==> src/hdl/mips_defs.svh <==
`ifndef MIPS_DEFS_SVH
`define MIPS_DEFS_SVH

`define MIPS_DATA_W      32
`define MIPS_REG_ADDR_W  5
`define MIPS_NUM_REGS    32

// lsb positions of the instruction fields
`define MIPS_OPC_POS     26
`define MIPS_RS_POS      21
`define MIPS_RT_POS      16
`define MIPS_RD_POS      11
`define MIPS_SHAMT_POS   6
`define MIPS_FUNCT_POS   0
`define MIPS_IMM_POS     0

`define MIPS_OPC_W       6  // opcode and funct
`define MIPS_SHAMT_W     5
`define MIPS_IMM_W       16

`endif
==> src/hdl/mips_pkg.sv <==
`include "mips_defs.svh"

package mips_pkg;

    typedef logic [`MIPS_DATA_W-1:0]     word_t;
    typedef logic [`MIPS_REG_ADDR_W-1:0] reg_addr_t;

    typedef enum logic [3:0] {
        ALU_NOP,
        ALU_ADDU,
        ALU_SUBU,
        ALU_AND,
        ALU_OR,
        ALU_XOR,
        ALU_NOR,
        ALU_SLT,
        ALU_SLTU,
        ALU_SLL,
        ALU_SRL,
        ALU_SRA,
        ALU_LUI
    } alu_op_e;

    typedef enum logic [2:0] {
        HILO_NOP,
        HILO_MULT,
        HILO_MULTU,
        HILO_MFHI,
        HILO_MFLO,
        HILO_MTHI,
        HILO_MTLO
    } hilo_op_e;

endpackage

==> src/hdl/regfile.sv <==
`timescale 1ns/100ps

`include "mips_defs.svh"

module regfile (
    input  logic                clk,
    input  logic                reset_i,
    input  logic                wen_i,
    input  mips_pkg::reg_addr_t waddr_i,
    input  mips_pkg::word_t     wdata_i,
    input  mips_pkg::reg_addr_t raddr_a_i,
    output mips_pkg::word_t     rdata_a_o,
    input  mips_pkg::reg_addr_t raddr_b_i,
    output mips_pkg::word_t     rdata_b_o
);

    mips_pkg::word_t regs [`MIPS_NUM_REGS];

    always_ff @(posedge clk) begin
        if (reset_i) begin
            for (int i = 0; i < `MIPS_NUM_REGS; i++) begin
                regs[i] <= '0;
            end
        end else if (wen_i) begin
            regs[waddr_i] <= wdata_i;
        end
    end

    // r0 reads as zero
    assign rdata_a_o = (raddr_a_i == '0) ? '0 : regs[raddr_a_i];
    assign rdata_b_o = (raddr_b_i == '0) ? '0 : regs[raddr_b_i];

endmodule

==> config.mk <==
export PLATFORM = sky130hd
export DESIGN_NAME = regfile
export DESIGN_NICKNAME = d
export VERILOG_FILES = /design/src/hdl/mips_pkg.sv /design/src/hdl/regfile.sv
export VERILOG_INCLUDE_DIRS = /design/src /design/src/hdl
export SDC_FILE = /design/constraint.sdc
export NUM_CORES = 2
export LEC_CHECK = 0
export CORE_MARGIN = 1
export CORE_UTILIZATION = 27
export CTS_CLUSTER_DIAMETER = 60
export DETAILED_ROUTE_END_ITERATION = 8
export DONT_BUFFER_PORTS = 1
export PLACE_DENSITY_LB_ADDON = 0.3
export RECOVER_POWER = 100
export SLEW_MARGIN = 20
export SYNTH_ARGS = -nofsm -noshare
export SYNTH_HDL_FRONTEND = slang
export SYNTH_SLANG_ARGS = --single-unit
==> constraint.sdc <==
create_clock -name clk -period 1.9 [get_ports clk]
set_input_delay 0.095 -clock clk [delete_from_list [all_inputs] [get_ports clk]]
set_output_delay 0.095 -clock clk [all_outputs]
set_load 0.01 [all_outputs]
==> key figures <==
Logic synthesis
  • Main synth FF type: edfxtp_1
  • Synthesized flop and latch total: 1,024
  • Register area share after synthesis: 56.5%
  • Yosys warnings: 0
  • Cell accounting for the most synthesized area: edfxtp_1
  • Synth unique cells: 44
  • Async SR Flop Fraction: 0%
  • Commonest cells post-synth: and2_1 (1,027), edfxtp_1 (1,024), mux4_2 (464), clkbuf_1 (272), mux2i_1 (161)
  • Number of flops mapped to enable cells by yosys: 1,024
  • Cell Area, Synth: 54,400 um2
  • Area fraction of the dominant cell type after synthesis: 56.5%
  • Synth Net Count: 3,605
  • Mean Syn Cell Area: 15.3 um2
  • Most numerous cell in the Yosys netlist: and2_1
  • Syn Inst Count: 3,555
  • Area contributors post-synth: edfxtp_1 (56%), mux4_2 (19%), and2_1 (12%), mux2i_1 (3.0%), clkbuf_1 (1.9%)

CTS
  • Maximum buffer depth of the clock tree: 3
  • H-tree depth reported by CTS: 3
  • CTS Sinks: 1,024
  • CTS tree: built
  • CTS root buf: clkbuf_16
  • Clk slew on worst S/H paths: 60 ps
  • Total CTS buffers: 113

Global route
  • Initial antenna violation count: 27
  • Vias in the first global route: 34.8k
  • GRT Util Overall: 19.2%
  • Total gr overflow: 0
  • First-pass GRT wire length: 277,000 um
  • Pin count of the biggest net entering global routing: 318

Timing
  • Post-Route Setup TNS: -61,840 ps
  • Final min period: 2770 ps
  • Fin worst setup slack: -873 ps
  • Fmax: 361 MHz
  • Fin Hold WS: -4.78 ps
  • Fin. max-slew vios: 16
  • Hold Vio Cnt, Final: 2
  • Slew margin rel.: -1.38%
  • Final setup fails: 265
  • Unrepaired setup endpoints after global routing: true
  • Worst-margin pin slew: 1520 ps
  • Final period util: 146%

Finish
  • Share of cells above drive strength 1: 33.5%
  • Filler cells: 19.3k
  • Largest regs: regs x1024
  • Synth-to-Final Area Change: 20.3%
  • Max reg flops: 1,024
  • Largest reg by FF count: regs
  • Final core utilization: 32.7%
  • Fin nets: 3,755
  • Finished Layout Cells: 6,462

Routing
  • Wire per inst: 30.8 um
  • Vias per cell: 5.32
  • DRT Pass-1 Iters: 9
  • DRT antenna net count: 0
  • Vias: 34.4k
  • DRC Markers: 12
  • 1st-iter DRT viols: 3,953
  • Drt total wl: 199,000 um

Placed design
  • Placed cells: 6,190
  • RD Place Congestion: 0.814
  • Post-DP HPWL: 117,000 um
  • Place WS: -759 ps
  • Port bufs: 0

Status
  • Status: complete, but fails checks
  • Failing checks: design-rule violations, negative hold slack, max-slew violations, negative setup slack

Critical path
  • Worst-path fanout max: 317
  • CP Class: primary input to output pin
  • WP data arrival: 2680 ps
  • Crit start category: primary input
  • CP endpoint kind: output pin
  • Critical Path RT: 1800 ps

Power
  • Cell Pwr Density: 856 nW/um2
  • VDD IR-drop max: 0.708 mV
  • Leak: 21.9 nW

Flow run
  • Max cap viols: 0

Floorplanning
  • Die area: 203,000 um2
  • Die H: 451 um
  • # rows: 164
  • CORE AREA: 200,000 um2
  • Die Wd: 451 um
  • I/O pin count: 114
  • Initial Utilization: 27.2%

Hold path
  • Hold Crit Class: primary input to flop
[per-stage QoR]
stage / cell area (um2) / power, mW / hold WS (ps)
floorplan: 54400 / 30.9 / 293
global placement: 59800 / 33.1 / 297
detailed placement: 59800 / 33.2 / 299
CTS: 66100 / 56.3 / 34.2
global route: 65500 / 57.5 / 8.91
finish: 65500 / 56.0 / -4.78
[power breakdown]
group | total [mW] | switching [mW] | internal, mW
sequential | 26.7 | 0.649 | 26.1
clock | 22.2 | 9.66 | 12.5
combinational | 7.15 | 3.60 | 3.55
[cell families (layout without fill, tap and decap cells)]
| family | Yosys count | in the layout | synth area share (%) |
|---|---|---|---|
| compound gates | 266 | 266 | 3.69 |
| buf+inv | 393 | 636 | 3.32 |
| flops | 1024 | 1024 | 56.5 |
| mux | 659 | 659 | 22.9 |
| other cells | 0 | 8 | 0 |
| simple gates | 1213 | 1213 | 13.7 |
[path summary, 6_finish.rpt]
path	start	to	slack, ps	cells past startpoint
max	raddr_b_i[0]	rdata_b_o[1]	-870	6
min	wdata_i[13]	regs[10][13]	-5	2
[metal layers]
metal / track usage, % / up-vias / share of wire [%]
met4: 6.15 / 4 / 3.8
met3: 2.52 / 340 / 7.1
met2: 31.8 / 1588 / 48
met1: 26.1 / 18345 / 41
met5: 0 / - / 0.014
li1: - / 14115 / -
[what timing repair did]
action / 4_1_cts / 5_1_grt
setup buffers: 17 / 4
setup endpoints to repair: 64 / 64
hold buffers: 64 / 0
resized for setup: 345 / 38
cloned: 0 / 0
hold endpoints to repair: 1947 / 0
pin swaps: 129 / 34
[final cells by class]
cell class	instances	area, um2	area share, %
antenna	8	20.0	0.0306
sequential	1024	30700	47.0
multi-input combinational	2138	24200	36.9
clock buffer	134	2910	4.44
inverter	3	11.3	0.0172
tap	2656	3320	5.07
clock inverter	74	697	1.06
timing repair buffer	425	3620	5.53
[worst max-delay path, stage by stage]
cell	delay, ps
mux4_2	970
a22o_1	260
a2111oi_2	240
buf_4	200
nor3_4	60
buf_6	130
[cell usage in the layout (no fill, tap or decap), types with 20 or more instances in the layout]
cell and count:
clkbuf_16 113, clkbuf_1 42, or2_2 31, and2_1 765, nor2_4 20, a2111oi_4 44
clkbuf_2 62, a22o_1 34, dlygate4sd3_1 36, mux4_2 464, edfxtp_1 1024, clkinv_1 33
buf_6 39, buf_4 188, nor3_4 32, buf_12 37, and2_0 261, nor3_2 21
o22ai_4 20, mux2i_1 157, o22ai_1 75, mux2_2 29, clkbuf_4 28
(Power assumes the default switching activity.)
