[src/hdl/mips_defs.svh]
`ifndef MIPS_DEFS_SVH
`define MIPS_DEFS_SVH

`define MIPS_DATA_W      32
`define MIPS_REG_ADDR_W  5
`define MIPS_NUM_REGS    32

// lsb positions of the instruction fields
`define MIPS_OPC_POS     26
`define MIPS_RS_POS      21
`define MIPS_RT_POS      16
`define MIPS_RD_POS      11
`define MIPS_SHAMT_POS   6
`define MIPS_FUNCT_POS   0
`define MIPS_IMM_POS     0

`define MIPS_OPC_W       6  // opcode and funct
`define MIPS_SHAMT_W     5
`define MIPS_IMM_W       16

`endif
[src/hdl/mips_pkg.sv]
`include "mips_defs.svh"

package mips_pkg;

    typedef logic [`MIPS_DATA_W-1:0]     word_t;
    typedef logic [`MIPS_REG_ADDR_W-1:0] reg_addr_t;

    typedef enum logic [3:0] {
        ALU_NOP,
        ALU_ADDU,
        ALU_SUBU,
        ALU_AND,
        ALU_OR,
        ALU_XOR,
        ALU_NOR,
        ALU_SLT,
        ALU_SLTU,
        ALU_SLL,
        ALU_SRL,
        ALU_SRA,
        ALU_LUI
    } alu_op_e;

    typedef enum logic [2:0] {
        HILO_NOP,
        HILO_MULT,
        HILO_MULTU,
        HILO_MFHI,
        HILO_MFLO,
        HILO_MTHI,
        HILO_MTLO
    } hilo_op_e;

endpackage

[src/hdl/writeback_sel.sv]
`timescale 1ns/100ps

module writeback_sel (
    input  logic                clk,
    input  logic                reset_i,
    input  logic                valid_i,
    input  mips_pkg::hilo_op_e  hilo_op_i,
    input  mips_pkg::reg_addr_t dest_i,
    input  logic                wen_i,
    input  mips_pkg::word_t     alu_result_i,
    input  mips_pkg::word_t     hilo_result_i,
    output logic                ex_fwd_wen_o,
    output mips_pkg::reg_addr_t ex_fwd_num_o,
    output mips_pkg::word_t     ex_fwd_data_o,
    output logic                wb_wen_o,
    output mips_pkg::reg_addr_t wb_num_o,
    output mips_pkg::word_t     wb_data_o
);

    logic from_hilo;

    assign from_hilo = (hilo_op_i == mips_pkg::HILO_MFHI) ||
                       (hilo_op_i == mips_pkg::HILO_MFLO);

    assign ex_fwd_wen_o  = valid_i && wen_i;
    assign ex_fwd_num_o  = dest_i;
    assign ex_fwd_data_o = from_hilo ? hilo_result_i : alu_result_i;

    always_ff @(posedge clk) begin
        if (reset_i)
            wb_wen_o <= 1'b0;
        else
            wb_wen_o <= ex_fwd_wen_o;
    end

    always_ff @(posedge clk) begin
        wb_num_o  <= ex_fwd_num_o;
        wb_data_o <= ex_fwd_data_o;
    end

endmodule

[config.mk]
export PLATFORM = sky130hd
export DESIGN_NAME = writeback_sel
export DESIGN_NICKNAME = d
export VERILOG_FILES = /design/src/hdl/mips_pkg.sv /design/src/hdl/writeback_sel.sv
export VERILOG_INCLUDE_DIRS = /design/src /design/src/hdl
export SDC_FILE = /design/constraint.sdc
export NUM_CORES = 1
export LEC_CHECK = 0
export ABC_AREA = 1
export BUFFER_PORTS_ARGS = -buffer_cell sky130_fd_sc_hd__buf_2
export CAP_MARGIN = 20
export CORE_MARGIN = 2
export CORE_UTILIZATION = 33
export DETAILED_ROUTE_END_ITERATION = 8
export GPL_ROUTABILITY_DRIVEN = 0
export PLACE_DENSITY = 0.83
export SLEW_MARGIN = 10
export SYNTH_ARGS = -nofsm -noshare
export SYNTH_HDL_FRONTEND = slang
export SYNTH_SLANG_ARGS = --single-unit
[constraint.sdc]
create_clock -name clk -period 0.9 [get_ports clk]
set_input_delay 0.09 -clock clk [delete_from_list [all_inputs] [get_ports clk]]
set_output_delay 0.09 -clock clk [all_outputs]
set_load 0.03 [all_outputs]
==> results of run 1 <==
==> layout by cell type (no fill, tap or decap), drive strengths merged <==
cell,n
dlygate4sd3,6
o21ai,1
nor2,1
dfxtp,38
nand2,68
buf,160
nand3,32
clkinv,1
clkbuf,14
inv,2
==> layout make-up <==
type	count	area, um^2	share of cell area [%]
Clock buffer	7	86.3	2.99
Clock inverter	1	5.00	0.173
Inverter	2	7.51	0.260
Multi-Input combinational cell	102	663	23.0
Sequential cell	38	761	26.3
Tap cell	50	62.6	2.17
Timing Repair Buffer	173	1300	45.1
==> worst min-delay path, stage by stage <==
cell     delay, ns
buf_2         0.07
nand2_1       0.05
nand2_2       0.06
==> how the worst min path moves through the flow <==
stage,from,to,slack (ns)
after floorplan,dest_i[0],wb_num_o[0]$_DFF_P_,0.12
after global placement,dest_i[2],wb_num_o[2]$_DFF_P_,0.20
after detailed placement,dest_i[4],wb_num_o[4]$_DFF_P_,0.21
after CTS,alu_result_i[17],wb_data_o[17]$_DFF_P_,0.02
after global routing,alu_result_i[19],wb_data_o[19]$_DFF_P_,0.02
final,alu_result_i[3],wb_data_o[3]$_DFF_P_,0.03
==> what timing repair did <==
action / in CTS / in global routing
setup endpoints to repair: 32 / 57
pin swaps: 0 / 3
setup buffers: 11 / 0
hold buffers: 6 / 0
endpoints found under the hold margin: 6 / 0
resized for setup: 107 / 49
gates cloned: 1 / 0
==> layer usage <==
layer	share of wire (%)	up-vias	track usage (%)
li1	-	824	-
met3	8.3	8	6.67
met1	34	741	22.0
met2	56	88	40.9
met4	1.5	0	5.87
met5	0	-	0
==> cells by family (layout without fill, tap and decap cells) <==
| kind of cell | after synthesis | count (layout) | share of synthesized area [%] |
|---|---|---|---|
| simple gates | 101 | 101 | 32.3 |
| flops | 38 | 38 | 57.2 |
| buf+inv | 16 | 183 | 9.31 |
| compound gates | 1 | 1 | 1.22 |
==> power by group through the flow <==
stage          combinational [W]  sequential (W)  clock [W]
6_report                 0.00205         0.00188    0.00118
5_1_grt                  0.00217         0.00190    0.00129
4_1_cts                  0.00199         0.00188    0.00121
3_5_place_dp             0.00156         0.00191          0
3_3_place_gp             0.00154         0.00191          0
2_1_floorplan           0.000688         0.00225          0
==> cells in the mapped netlist <==
cell type and n:
dfxtp_1 38, nand2_1 66, nand3_1 32, buf_6 3, buf_4 11, inv_1 2
nand2_4 1, o21ai_4 1, nand2_2 1, nor2_1 1
==> state kept, by name, summed over array words and instances (netlist names) <==
name and flops:
wb_data_o 32, wb_wen_o 1, wb_num_o 5
==> stage by stage <==
stage	util [%]	std cells	instance area (um^2)	setup TNS (ns)	hold WS (ns)
after global routing	73.2	373	2890	-6.15	0.0164
after floorplan	-	156	1410	0	0.118
after global placement	55.7	350	2200	-6.28	0.203
after CTS	71.4	376	2820	-4.96	0.0198
final	73.2	373	2890	-4.68	0.0304
after detailed placement	55.7	350	2200	-6.82	0.205
==> results.cfg, run 1 <==
[layout]
drive_above_1_share_pct = 70.9
nFillCells = 302
num_antenna_cells = 0
syn2layout_area_growth_pct = 117
nets = 398

[floorplan]
num_rows = 23
die_h_um = 67.5
start_util_pct = 33.7
die-area_mm2 = 0.00455
ios = 152
core_mm2 = 0.00394
die_width_um = 67.5

[logic_synthesis]
synth.area.top_cells = dfxtp_1, nand2_1, nand3_1, buf_4, buf_6
synth_top_area_cell = dfxtp_1
synth_area_mm2 = 0.00133
avgSynthCellArea_um2 = 8.53
synthCells = 156
syn_nets = 232
synthDominantCellAreaShare_pct = 57.2
ys_seq_area_share_pct = 57.2
ys_types = 10
ys.warnings.count = 0
ys_seq_elements = 38

[hold_path]
worstHoldPathType = input pin to flop
holdPathStages = 3

[cts]
clk_pin_slew_ns = 0.07
htree_num_levels = 2
clockBufferDepth = 2
root_buffer = clkbuf_8
clock-sinks = 38
numCtsBuffers = 5
cts_tree = yes

[worst_setup_path]
crit_chain = buf_8 > o21ai_4 > nand2_4 > buf_12 > nand2_1 > nand2_2 > buf_6
crit_type = input pin to primary output
startpoint_type = input pin
worst-path-buf-inv = 3
critPathMaxFanout = 18
cp.required_ns = 0.81
critPathCaptureType = primary output
critPathTopFamily = buffers and inverters
slowest_stage = o21ai_4
worst-path-stages = 7
crit_start = hilo_op_i[0]
critical_path_arrival_ns = 0.99
slowest_delay_ns = 0.21
crit_path_end = ex_fwd_data_o[8]

[timing]
slew_violations = 0
layout_setup_ws_ns = -0.177
setup_viol = 32
worstMarginPinSlew_ns = 0.204
period_share_pct = 120
timing_hold_violations_final = 0
fmax_mhz = 929
grt_setup_unrepaired = true
period_needed_ns = 1.08
slew_headroom_pct = 86.4

[placed_design]
port_buffers = 151
dpl_worst_slack_ns = -0.220
hpwlAfterDp_mm = 3.23

[run_status]
violations = setup timing
status = complete, but fails checks

[power_and_ir_drop]
seqPwrFrac_pct = 36.8
netSwitchingPower_w = 0.00181
p_total_w = 0.00511
pwr-share-comb_pct = 40.2
power.share.switching_pct = 35.3
p_leak_nw = 1.57
pwr-share-clk_pct = 23.0
power_density_mw_per_mm2 = 1770
irDropWorstVdd_uv = 1200
internal-power_w = 0.00331

[grt]
gr-total-overflow = 0
antenna_found_initial = 0
grt_pass1_wl_mm = 7.24
grtUsageTotal_pct = 21.4
grt_start_max_net_pins = 33
grt_pass1_vias = 1614

[drt]
post_drt_wl_per_cell_um = 13.5
drt-pass1-iter-count = 4
ant_nets = 0
routed_via_density = 4.45
vias = 1661
drc = 0
wl_mm = 5.03
drt_iter0_drc = 44

[run]
drv_cap = 0
No activity file was read; power rests on OpenSTA's default activity.
==> run 2: changes to the inputs <==
ABC_AREA = not set   (was 1)
CORE_UTILIZATION = 32   (was 33)
PLACE_DENSITY = 0.84   (was 0.83)
==> results.cfg, run 2 <==
[logic_synthesis]
syn_nets = 159
synth_common_cells = dfxtp_1, mux2_2, buf_4
synthCells = 83
yosys.area_share.adder_pct = 0
ys.warnings.count = 0
synthMuxAreaShare_pct = 29.4
synth_top_area_cell = dfxtp_1
synth.area.top_cells = dfxtp_1, mux2_2, mux2_1, buf_4, buf_6
synth-compound-area-share_pct = 0.714
synth_area_mm2 = 0.00123
synthDominantCellAreaShare_pct = 62.0
synth-edff-count = 0
yosysMostFrequentCell = dfxtp_1
synth_top_family_by_area = multiplexers
synth_ff_type = dfxtp_1
ys_types = 10
synth-simple-area-share_pct = 2.04
avgSynthCellArea_um2 = 14.8
synthXorXnorAreaFrac_pct = 0
async_reset_ff_share_pct = 0
ys_seq_elements = 38
ys_seq_area_share_pct = 62.0

[power_and_ir_drop]
netSwitchingPower_w = 0.00150
internal-power_w = 0.00337
irDropWorstVdd_uv = 1110
p_total_w = 0.00487
power.share.switching_pct = 30.8
power_density_mw_per_mm2 = 1820
pwr-share-clk_pct = 27.5
pwr-share-comb_pct = 34.4
p_leak_nw = 1.47
seqPwrFrac_pct = 38.1

[cts]
htree_num_levels = 2
clockBufferDepth = 2
clock-sinks = 38
root_buffer = clkbuf_8
numCtsBuffers = 5
clk_pin_slew_ns = 0.08
cts_tree = yes

[worst_setup_path]
critPathMaxFanout = 7
crit_type = input pin to primary output
cp.required_ns = 0.81
slowest_delay_ns = 0.31
critical_path_arrival_ns = 1.32
startpoint_type = input pin
cpMostUsedCell = buf_6
slowest_stage = mux2_4
critPathCaptureType = primary output
crit_chain = buf_6 > and3b_2 > a21oi_4 > buf_6 > clkbuf_16 > mux2_4 > buf_6

[layout]
layout_commonest_cell = buf_2
ff_latch_area_um2 = 761
num_antenna_cells = 0
nFillCells = 259
reg.largest.list = wb_data_o: 32 flops, wb_num_o: 5 flops, wb_wen_o: 1 flops
largest-register = wb_data_o
drive_above_1_share_pct = 81.4
largest_reg_flops = 32
nets = 328
syn2layout_area_growth_pct = 118
layout_common_cells = buf_2, dfxtp_1, buf_6
multi_input_area_um2 = 523

[drt]
drc = 0
post_drt_wl_per_cell_um = 14.6
routed_via_density = 4.36
drt_iter0_drc = 28
drt-pass1-iter-count = 3
wl_mm = 4.38
ant_nets = 0
vias = 1311

[grt]
antenna_found_initial = 0
grt_start_max_net_pins = 15
gr-total-overflow = 0
grt_pass1_vias = 1326
grtUsageTotal_pct = 18.4
grt_pass1_wl_mm = 5.88

[timing]
layout_setup_ws_ns = -0.509
whs_ns = 0.0462
setup_viol = 64
period_needed_ns = 1.41
slew_violations = 0
grt_setup_unrepaired = true
period_share_pct = 157
fmax_mhz = 710
slew_headroom_pct = 84.7
timing_hold_violations_final = 0
worstMarginPinSlew_ns = 0.228

[floorplan]
die_width_um = 65.9
core_mm2 = 0.00366
ios = 152
die-area_mm2 = 0.00434
num_rows = 22
die_h_um = 65.9
start_util_pct = 33.5

[run]
drv_cap = 0

[hold_path]
worstHoldPathType = input pin to flop

[run_status]
status = complete, but fails checks
violations = setup timing

[placed_design]
port_buffers = 151
hpwlAfterDp_mm = 2.97
dpl_worst_slack_ns = -0.544
[run 2: final timing paths]
path | startpoint | endpoint | slack [ns] | depth (start not counted)
worst min-delay path | hilo_result_i[7] | wb_data_o[7]$_DFF_P_ | 0.05 | 2
worst max-delay path | hilo_op_i[0] | ex_fwd_data_o[11] | -0.51 | 7
[run 2: metrics by stage]
step | cells | util, % | setup TNS (ns) | cell area [um^2]
final | 301 | 73.2 | -17.95 | 2680
after global routing | 301 | 73.2 | -19.52 | 2680
after CTS | 298 | 68.5 | -17.50 | 2510
after detailed placement | 279 | 58.8 | -29.26 | 2150
after global placement | 279 | 58.8 | -26.69 | 2150
after floorplan | 83 | - | -14.48 | 1350
[run 2: power by group through the flow]
stage / sequential, W / clock, W / combinational, W
floorplan: 0.00218 / 0 / 0.000621
global placement: 0.00189 / 0 / 0.00135
detailed placement: 0.00189 / 0 / 0.00137
CTS: 0.00185 / 0.00136 / 0.00155
global route: 0.00187 / 0.00144 / 0.00175
finish: 0.00186 / 0.00134 / 0.00168
[run 2: cells by family (layout without fill, tap and decap cells)]
family                 after synthesis  in the layout
DFF                                 38             38
muxes                               32             32
buffers and inverters                8            178
and+or+nand+nor                      4              4
AOI/OAI and AO/OA                    1              1
[run 2: timing repair]
item	4_1_cts	5_1_grt
cloned	1	1
resized for setup	45	54
endpoints found under the hold margin	6	0
hold buffers	6	0
setup buffers	4	4
endpoints found under the setup margin	64	81
[run 2: cell type report]
| type | count | area share (%) |
|---|---|---|
| repair buffers | 170 | 45.7 |
| well taps | 48 | 2.24 |
| multi-input cells | 37 | 19.5 |
| flip-flops and latches | 38 | 28.4 |
| clock buffers | 8 | 4.11 |
[run 2: worst max-delay path, delay by kind of cell]
kind,cells,cell delay [ns]
mux,1,0.31
buf+inv,4,0.52
simple gates,1,0.22
compound gates,1,0.17
[run 2: layer usage]
metal	global-route usage (%)	vias to the layer above	wire [um]
li1	-	615	-
met1	15.0	619	1290
met2	38.6	73	2670
met3	6.98	4	371
met4	5.99	0	47
met5	0	-	0
