**config.mk**
```make
export PLATFORM = sky130hd
export DESIGN_NAME = inst_decode
export DESIGN_NICKNAME = d
export VERILOG_FILES = /design/src/hdl/mips_pkg.sv /design/src/hdl/inst_decode.sv
export VERILOG_INCLUDE_DIRS = /design/src /design/src/hdl
export SDC_FILE = /design/constraint.sdc
export NUM_CORES = 1
export LEC_CHECK = 0
export ABC_AREA = 0
export BUFFER_PORTS_ARGS = -buffer_cell sky130_fd_sc_hd__buf_4
export CORE_AREA = 2 2 104 106
export DETAILED_ROUTE_END_ITERATION = 7
export DIE_AREA = 0 0 106 108
export PLACE_DENSITY = 0.86
export SLEW_MARGIN = 20
export SYNTH_ARGS = -nofsm -noshare
export SYNTH_HDL_FRONTEND = slang
export SYNTH_SLANG_ARGS = --single-unit
```
**constraint.sdc**
```tcl
create_clock -name clk -period 2.96 [get_ports clk]
set_input_delay 0.592 -clock clk [delete_from_list [all_inputs] [get_ports clk]]
set_output_delay 0.592 -clock clk [all_outputs]
set_load 0.1 [all_outputs]
```
**src/hdl/mips_defs.svh**
```systemverilog
`ifndef MIPS_DEFS_SVH
`define MIPS_DEFS_SVH

`define MIPS_DATA_W      32
`define MIPS_REG_ADDR_W  5
`define MIPS_NUM_REGS    32

// lsb positions of the instruction fields
`define MIPS_OPC_POS     26
`define MIPS_RS_POS      21
`define MIPS_RT_POS      16
`define MIPS_RD_POS      11
`define MIPS_SHAMT_POS   6
`define MIPS_FUNCT_POS   0
`define MIPS_IMM_POS     0

`define MIPS_OPC_W       6  // opcode and funct
`define MIPS_SHAMT_W     5
`define MIPS_IMM_W       16

`endif
```
**src/hdl/mips_pkg.sv**
```systemverilog
`include "mips_defs.svh"

package mips_pkg;

    typedef logic [`MIPS_DATA_W-1:0]     word_t;
    typedef logic [`MIPS_REG_ADDR_W-1:0] reg_addr_t;

    typedef enum logic [3:0] {
        ALU_NOP,
        ALU_ADDU,
        ALU_SUBU,
        ALU_AND,
        ALU_OR,
        ALU_XOR,
        ALU_NOR,
        ALU_SLT,
        ALU_SLTU,
        ALU_SLL,
        ALU_SRL,
        ALU_SRA,
        ALU_LUI
    } alu_op_e;

    typedef enum logic [2:0] {
        HILO_NOP,
        HILO_MULT,
        HILO_MULTU,
        HILO_MFHI,
        HILO_MFLO,
        HILO_MTHI,
        HILO_MTLO
    } hilo_op_e;

endpackage

```
**src/hdl/inst_decode.sv**
```systemverilog
`timescale 1ns/100ps

`include "mips_defs.svh"

module inst_decode (
    input  logic                     clk,
    input  logic                     reset_i,
    input  logic                     inst_valid_i,
    input  mips_pkg::word_t          inst_i,
    output mips_pkg::reg_addr_t      rs_addr_o,
    output mips_pkg::reg_addr_t      rt_addr_o,
    input  mips_pkg::word_t          rs_data_i,
    input  mips_pkg::word_t          rt_data_i,
    input  logic                     ex_fwd_wen_i,
    input  mips_pkg::reg_addr_t      ex_fwd_num_i,
    input  mips_pkg::word_t          ex_fwd_data_i,
    input  logic                     wb_fwd_wen_i,
    input  mips_pkg::reg_addr_t      wb_fwd_num_i,
    input  mips_pkg::word_t          wb_fwd_data_i,
    output logic                     ex_valid_o,
    output mips_pkg::alu_op_e        ex_alu_op_o,
    output mips_pkg::hilo_op_e       ex_hilo_op_o,
    output mips_pkg::word_t          ex_opa_o,
    output mips_pkg::word_t          ex_opb_o,
    output logic [`MIPS_SHAMT_W-1:0] ex_shamt_o,
    output mips_pkg::reg_addr_t      ex_dest_o,
    output logic                     ex_wen_o
);

    logic [`MIPS_OPC_W-1:0] opcode;
    logic [`MIPS_OPC_W-1:0] funct;
    logic [`MIPS_IMM_W-1:0] imm;
    mips_pkg::reg_addr_t    rd_addr;
    mips_pkg::reg_addr_t    dest;
    mips_pkg::alu_op_e      alu_op;
    mips_pkg::hilo_op_e     hilo_op;
    logic                   is_rtype;
    logic                   zero_ext;
    logic                   writes;
    mips_pkg::word_t        rs_val;
    mips_pkg::word_t        rt_val;
    mips_pkg::word_t        imm_ext;

    // execute stage wins over writeback, then the register file
    function automatic mips_pkg::word_t fwd(input mips_pkg::reg_addr_t addr,
                                            input mips_pkg::word_t rf_data);
        mips_pkg::word_t val;
        val = rf_data;
        if (wb_fwd_wen_i && wb_fwd_num_i == addr)
            val = wb_fwd_data_i;
        if (ex_fwd_wen_i && ex_fwd_num_i == addr)
            val = ex_fwd_data_i;
        return val;
    endfunction

    assign opcode    = inst_i[`MIPS_OPC_POS +: `MIPS_OPC_W];
    assign funct     = inst_i[`MIPS_FUNCT_POS +: `MIPS_OPC_W];
    assign imm       = inst_i[`MIPS_IMM_POS +: `MIPS_IMM_W];
    assign rs_addr_o = inst_i[`MIPS_RS_POS +: `MIPS_REG_ADDR_W];
    assign rt_addr_o = inst_i[`MIPS_RT_POS +: `MIPS_REG_ADDR_W];
    assign rd_addr   = inst_i[`MIPS_RD_POS +: `MIPS_REG_ADDR_W];
    assign is_rtype  = (opcode == '0);

    always_comb begin
        alu_op   = mips_pkg::ALU_NOP;
        hilo_op  = mips_pkg::HILO_NOP;
        zero_ext = 1'b0;
        if (is_rtype) begin
            case (funct)
                6'h00: alu_op = mips_pkg::ALU_SLL;
                6'h02: alu_op = mips_pkg::ALU_SRL;
                6'h03: alu_op = mips_pkg::ALU_SRA;
                6'h10: hilo_op = mips_pkg::HILO_MFHI;
                6'h11: hilo_op = mips_pkg::HILO_MTHI;
                6'h12: hilo_op = mips_pkg::HILO_MFLO;
                6'h13: hilo_op = mips_pkg::HILO_MTLO;
                6'h18: hilo_op = mips_pkg::HILO_MULT;
                6'h19: hilo_op = mips_pkg::HILO_MULTU;
                6'h21: alu_op = mips_pkg::ALU_ADDU;
                6'h23: alu_op = mips_pkg::ALU_SUBU;
                6'h24: alu_op = mips_pkg::ALU_AND;
                6'h25: alu_op = mips_pkg::ALU_OR;
                6'h26: alu_op = mips_pkg::ALU_XOR;
                6'h27: alu_op = mips_pkg::ALU_NOR;
                6'h2a: alu_op = mips_pkg::ALU_SLT;
                6'h2b: alu_op = mips_pkg::ALU_SLTU;
                default: ;  // unsupported funct, no-op
            endcase
        end else begin
            zero_ext = (opcode >= 6'h0c);  // andi, ori, xori, lui
            case (opcode)
                6'h09: alu_op = mips_pkg::ALU_ADDU;  // addiu
                6'h0a: alu_op = mips_pkg::ALU_SLT;   // slti
                6'h0c: alu_op = mips_pkg::ALU_AND;
                6'h0d: alu_op = mips_pkg::ALU_OR;
                6'h0e: alu_op = mips_pkg::ALU_XOR;
                6'h0f: alu_op = mips_pkg::ALU_LUI;
                default: ;
            endcase
        end
    end

    assign writes = (alu_op != mips_pkg::ALU_NOP) ||
                    (hilo_op == mips_pkg::HILO_MFHI) ||
                    (hilo_op == mips_pkg::HILO_MFLO);
    assign dest    = is_rtype ? rd_addr : rt_addr_o;
    assign imm_ext = zero_ext ? {{(`MIPS_DATA_W-`MIPS_IMM_W){1'b0}}, imm} :
                                {{(`MIPS_DATA_W-`MIPS_IMM_W){imm[`MIPS_IMM_W-1]}}, imm};

    always_comb begin
        rs_val = fwd(rs_addr_o, rs_data_i);
        rt_val = fwd(rt_addr_o, rt_data_i);
    end

    always_ff @(posedge clk) begin
        if (reset_i) begin
            ex_valid_o   <= 1'b0;
            ex_alu_op_o  <= mips_pkg::ALU_NOP;
            ex_hilo_op_o <= mips_pkg::HILO_NOP;
            ex_wen_o     <= 1'b0;
        end else begin
            ex_valid_o   <= inst_valid_i;
            ex_alu_op_o  <= alu_op;
            ex_hilo_op_o <= hilo_op;
            ex_wen_o     <= writes && (dest != '0);  // r0 never written
        end
    end

    always_ff @(posedge clk) begin
        ex_opa_o   <= rs_val;
        ex_opb_o   <= is_rtype ? rt_val : imm_ext;
        ex_shamt_o <= inst_i[`MIPS_SHAMT_POS +: `MIPS_SHAMT_W];
        ex_dest_o  <= dest;
    end

endmodule

```
==> metrics.txt <==
# TYPE chip_impl_metric gauge
chip_impl_info{name="status",value="finished, final reports clean"} 1
chip_impl_metric{name="areaGrowthSynthToFinish",unit="%"} 48.9
chip_impl_metric{name="maximum_number_of_pins_on_one_net_before_global_route_repair",unit=""} 45
chip_impl_metric{name="first_global_vias",unit=""} 4624
chip_impl_metric{name="number_of_slew_limit_violations_in_the_final_report",unit=""} 0
chip_impl_metric{name="final_antenna_net_count",unit=""} 0
chip_impl_metric{name="grt_use_total",unit=""} 0.264
chip_impl_metric{name="finish.cell_count_without_fillers",unit=""} 860
chip_impl_info{name="critical_path_class",value="primary input to register"} 1
chip_impl_metric{name="mappedNetlistArea",unit="um2"} 4460
chip_impl_metric{name="place.detailed.hpwl",unit="um"} 12300
chip_impl_metric{name="maxSlewHeadroom",unit=""} 0.645
chip_impl_metric{name="ys_warnings",unit=""} 0
chip_impl_metric{name="setup_viol",unit=""} 0
chip_impl_metric{name="synthCells",unit=""} 481
chip_impl_metric{name="vias_per_cell",unit=""} 5.35
chip_impl_metric{name="critical_path.max_stage_delay",unit="ns"} 0.48
chip_impl_info{name="synthTopCellsByCount",value="83 x dfxtp_1, 55 x nand2_1, 43 x nor2_1"} 1
chip_impl_metric{name="path_depth",unit=""} 7
chip_impl_metric{name="synthSimpleGateAreaFrac",unit=""} 0.199
chip_impl_info{name="worst_path_dominant_cell_family",value="simple AND/OR/NAND/NOR gates"} 1
chip_impl_metric{name="avgSynthCellArea",unit="um2"} 9.27
chip_impl_metric{name="dieArea",unit="um2"} 11400
chip_impl_metric{name="ir_worst_vdd",unit="V"} 0.000233
chip_impl_metric{name="synth_seq_area_share",unit=""} 0.373
chip_impl_metric{name="yosys-mux-area-fraction",unit=""} 0.0820
chip_impl_metric{name="synth-adder-area-share",unit=""} 0
chip_impl_metric{name="synth_compound_area_frac",unit=""} 0.235
chip_impl_info{name="post_synth_main_area_contributors",value="dfxtp_1 37%, a211oi_2 8.4%, mux2i_1 7.2%"} 1
chip_impl_info{name="list_of_cells_traversed_by_the_critical_path",value="buf_4 -> xor2_1 -> nor4_1 -> and3_2 -> buf_12 -> mux2i_1 -> o21ai_1"} 1
chip_impl_metric{name="cts_hold_buffers",unit=""} 0
chip_impl_metric{name="num_vias",unit=""} 4598
chip_impl_metric{name="post_synth_xor_area_fraction",unit=""} 0.0452
chip_impl_metric{name="leakagePower",unit="uW"} 0.00305
chip_impl_metric{name="cp_arrival",unit="ns"} 2.22
chip_impl_metric{name="place.detailed.instances",unit=""} 844
chip_impl_metric{name="timing.setup.tns",unit="ns"} 0
chip_impl_info{name="worstSetupStartpoint",value="inst_i[23]"} 1
chip_impl_metric{name="power_density",unit="nW/um2"} 463
chip_impl_metric{name="finalCritPeriodShare",unit=""} 0.666
chip_impl_metric{name="filler_cell_count",unit=""} 865
chip_impl_metric{name="worstPathBufferInverterCount",unit=""} 2
chip_impl_metric{name="postRouteWirelength",unit="um"} 15500
chip_impl_metric{name="globalRouteOverflowTotal",unit=""} 0
chip_impl_metric{name="grt_pass1_wl",unit="um"} 23800
chip_impl_metric{name="buffer_ports.inserted",unit=""} 267
chip_impl_metric{name="synthesis.nets",unit=""} 656
chip_impl_metric{name="crit_required",unit="ns"} 3.20
chip_impl_metric{name="timing.fmax",unit="MHz"} 507
chip_impl_metric{name="share_of_synthesized_flip_flops_with_an_asynchronous_set_or_reset",unit=""} 0
chip_impl_metric{name="layout.core_utilization",unit=""} 0.649
chip_impl_metric{name="globalplace.congestion",unit=""} 0.912
chip_impl_metric{name="ctsResizeCount",unit=""} 0
chip_impl_metric{name="fraction_of_final_layout_cells_sized_beyond_drive_strength_1",unit=""} 0.499
chip_impl_info{name="worstSetupEndpointType",value="register"} 1
chip_impl_metric{name="initial_antenna_violation_count",unit=""} 0
chip_impl_metric{name="insertedDiodeCount",unit=""} 0
chip_impl_metric{name="numCtsBuffers",unit=""} 9
chip_impl_info{name="yosysMostFrequentCell",value="dfxtp_1"} 1
chip_impl_metric{name="core.rowCount",unit=""} 37
chip_impl_metric{name="yosys_register_bits",unit=""} 83
chip_impl_metric{name="post-synth-top-area-fraction",unit=""} 0.373
chip_impl_info{name="cts_tree",value="done"} 1
chip_impl_metric{name="drv.max_cap_violation_count",unit=""} 0
chip_impl_metric{name="cts.sinks",unit=""} 83
chip_impl_metric{name="h-tree-depth",unit=""} 3
chip_impl_metric{name="start_util",unit=""} 0.436
chip_impl_metric{name="period_needed",unit="ns"} 1.97
chip_impl_info{name="setup_repair_after_global_routing_missed_its_margin",value="false"} 1
chip_impl_metric{name="number_of_distinct_library_cell_variants_in_the_gate_level_netlist_after_synthesis",unit=""} 47
chip_impl_metric{name="synth_edf_count",unit=""} 0
chip_impl_metric{name="path_max_fanout",unit=""} 22
chip_impl_info{name="synth-main-ff-cell",value="dfxtp_1"} 1
chip_impl_metric{name="pre_antenna_drt_iters",unit=""} 4
chip_impl_metric{name="top_level_ports",unit=""} 268
chip_impl_metric{name="cts.path.max_buffers",unit=""} 2
chip_impl_metric{name="clk_pin_slew",unit="ns"} 0.10
chip_impl_metric{name="die_width",unit="um"} 106
chip_impl_info{name="endpoint",value="ex_opa_o[21]"} 1
chip_impl_metric{name="floorplan.core_area",unit="um2"} 10200
chip_impl_metric{name="wire_per_inst",unit="um"} 18.1
chip_impl_info{name="synth_top_cell_by_area",value="dfxtp_1"} 1
chip_impl_info{name="hold_path_class",value="primary input to register"} 1
chip_impl_metric{name="cts_setup_buffers",unit=""} 0
chip_impl_metric{name="max_slew.worst_pin.slew",unit="ns"} 0.533
chip_impl_info{name="clockRootBuffer",value="clkbuf_8"} 1
chip_impl_metric{name="design.final.nets",unit=""} 894
chip_impl_info{name="slowest_stage",value="and3_2"} 1
chip_impl_metric{name="report.final.hold_viol_count",unit=""} 0
chip_impl_metric{name="detail_route.iter0.violations",unit=""} 228
chip_impl_info{name="start_kind",value="primary input"} 1
chip_impl_metric{name="post-route-drc-count",unit=""} 0
chip_impl_metric{name="dieHeight",unit="um"} 108
chip_impl_info{name="synth_top_family_by_area",value="compound AO/OA/AOI/OAI gates"} 1
routing by layer:
metal  track usage  share of wire
met3        0.0573          0.071
met4        0.0799          0.023
met2         0.500           0.53
met5             0              0
met1         0.295           0.38
cells by family (layout without fill, tap and decap cells):
| logic type | count (synthesis) | in the layout |
|---|---|---|
| simple gates | 170 | 170 |
| compound gates | 118 | 118 |
| flops | 83 | 83 |
| buf+inv | 51 | 294 |
| mux | 36 | 36 |
| xor+xnor | 23 | 23 |
how the worst min path moves through the flow:
stage | startpoint | endpoint | slack, ns | depth (start not counted)
2_1_floorplan | inst_i[6] | ex_shamt_o[0] | 0.62 | 0
3_3_place_gp | inst_i[7] | ex_shamt_o[1] | 0.71 | 1
3_5_place_dp | inst_i[7] | ex_shamt_o[1] | 0.71 | 1
4_1_cts | inst_i[7] | ex_shamt_o[1] | 0.33 | 1
5_1_grt | inst_i[7] | ex_shamt_o[1] | 0.33 | 1
6_report | inst_i[8] | ex_shamt_o[2] | 0.35 | 1
placed cells by master (no fill, tap or decap), types with 2 or more instances in the layout:
cell type  Yosys  final
nand3_1        3      3
nor4_2         2      2
clkbuf_8       0      9
or3_4          2      2
xor2_1        18     18
mux2i_1       32     32
nor2_1        43     43
a211oi_2      30     30
clkinv_4       0      2
nor3_2         2      2
mux2_1         3      3
o21ai_1       32     32
nand4_1        6      6
xnor2_1        5      5
nor2b_1        4      4
nand2_2        1      2
o31ai_2       24     24
nor3_1         2      2
nand2_1       55     54
a211oi_1       4      4
nor4_1         3      3
buf_4         12    274
o21ai_0        9      9
a21oi_1        4      4
and3_2         0      2
and2_1         4      3
a31oi_1        2      2
nor4bb_1       2      2
buf_12         0      3
and3_1        35     33
o31ai_1        7      7
dfxtp_1       83     83
state kept, by name (all words and copies together) (netlist names):
register	flops
ex_valid_o	1
ex_opb_o	32
ex_hilo_op_o	3
ex_wen_o	1
ex_shamt_o	5
ex_dest_o	5
ex_alu_op_o	4
ex_opa_o	32
area by class of cell:
| cell class | instances | area (um2) | area share |
|---|---|---|---|
| Inverter | 1 | 3.75 | 0.000566 |
| Clock buffer | 10 | 128 | 0.0192 |
| Tap cell | 136 | 170 | 0.0256 |
| Clock inverter | 6 | 50.0 | 0.00754 |
| Multi-Input combinational cell | 347 | 2510 | 0.378 |
| Sequential cell | 83 | 1660 | 0.250 |
| Timing Repair Buffer | 277 | 2120 | 0.319 |
report_power, final:
| part | switching, uW | internal (uW) |
|---|---|---|
| Sequential | 20.4 | 1180 |
| Clock | 455 | 316 |
| Combinational | 762 | 341 |
| Total | 1240 | 1840 |
through the flow:
step	hold slack [ns]	worst slack [ns]	cell area [um2]	power (uW)
2_1_floorplan	0.620	0.929	4460	1960
3_3_place_gp	0.710	0.619	6460	2320
3_5_place_dp	0.710	0.590	6460	2330
4_1_cts	0.334	0.960	6640	3090
5_1_grt	0.333	0.850	6640	3190
6_report	0.350	0.987	6640	3080
Power figures use the tool's default switching activity.
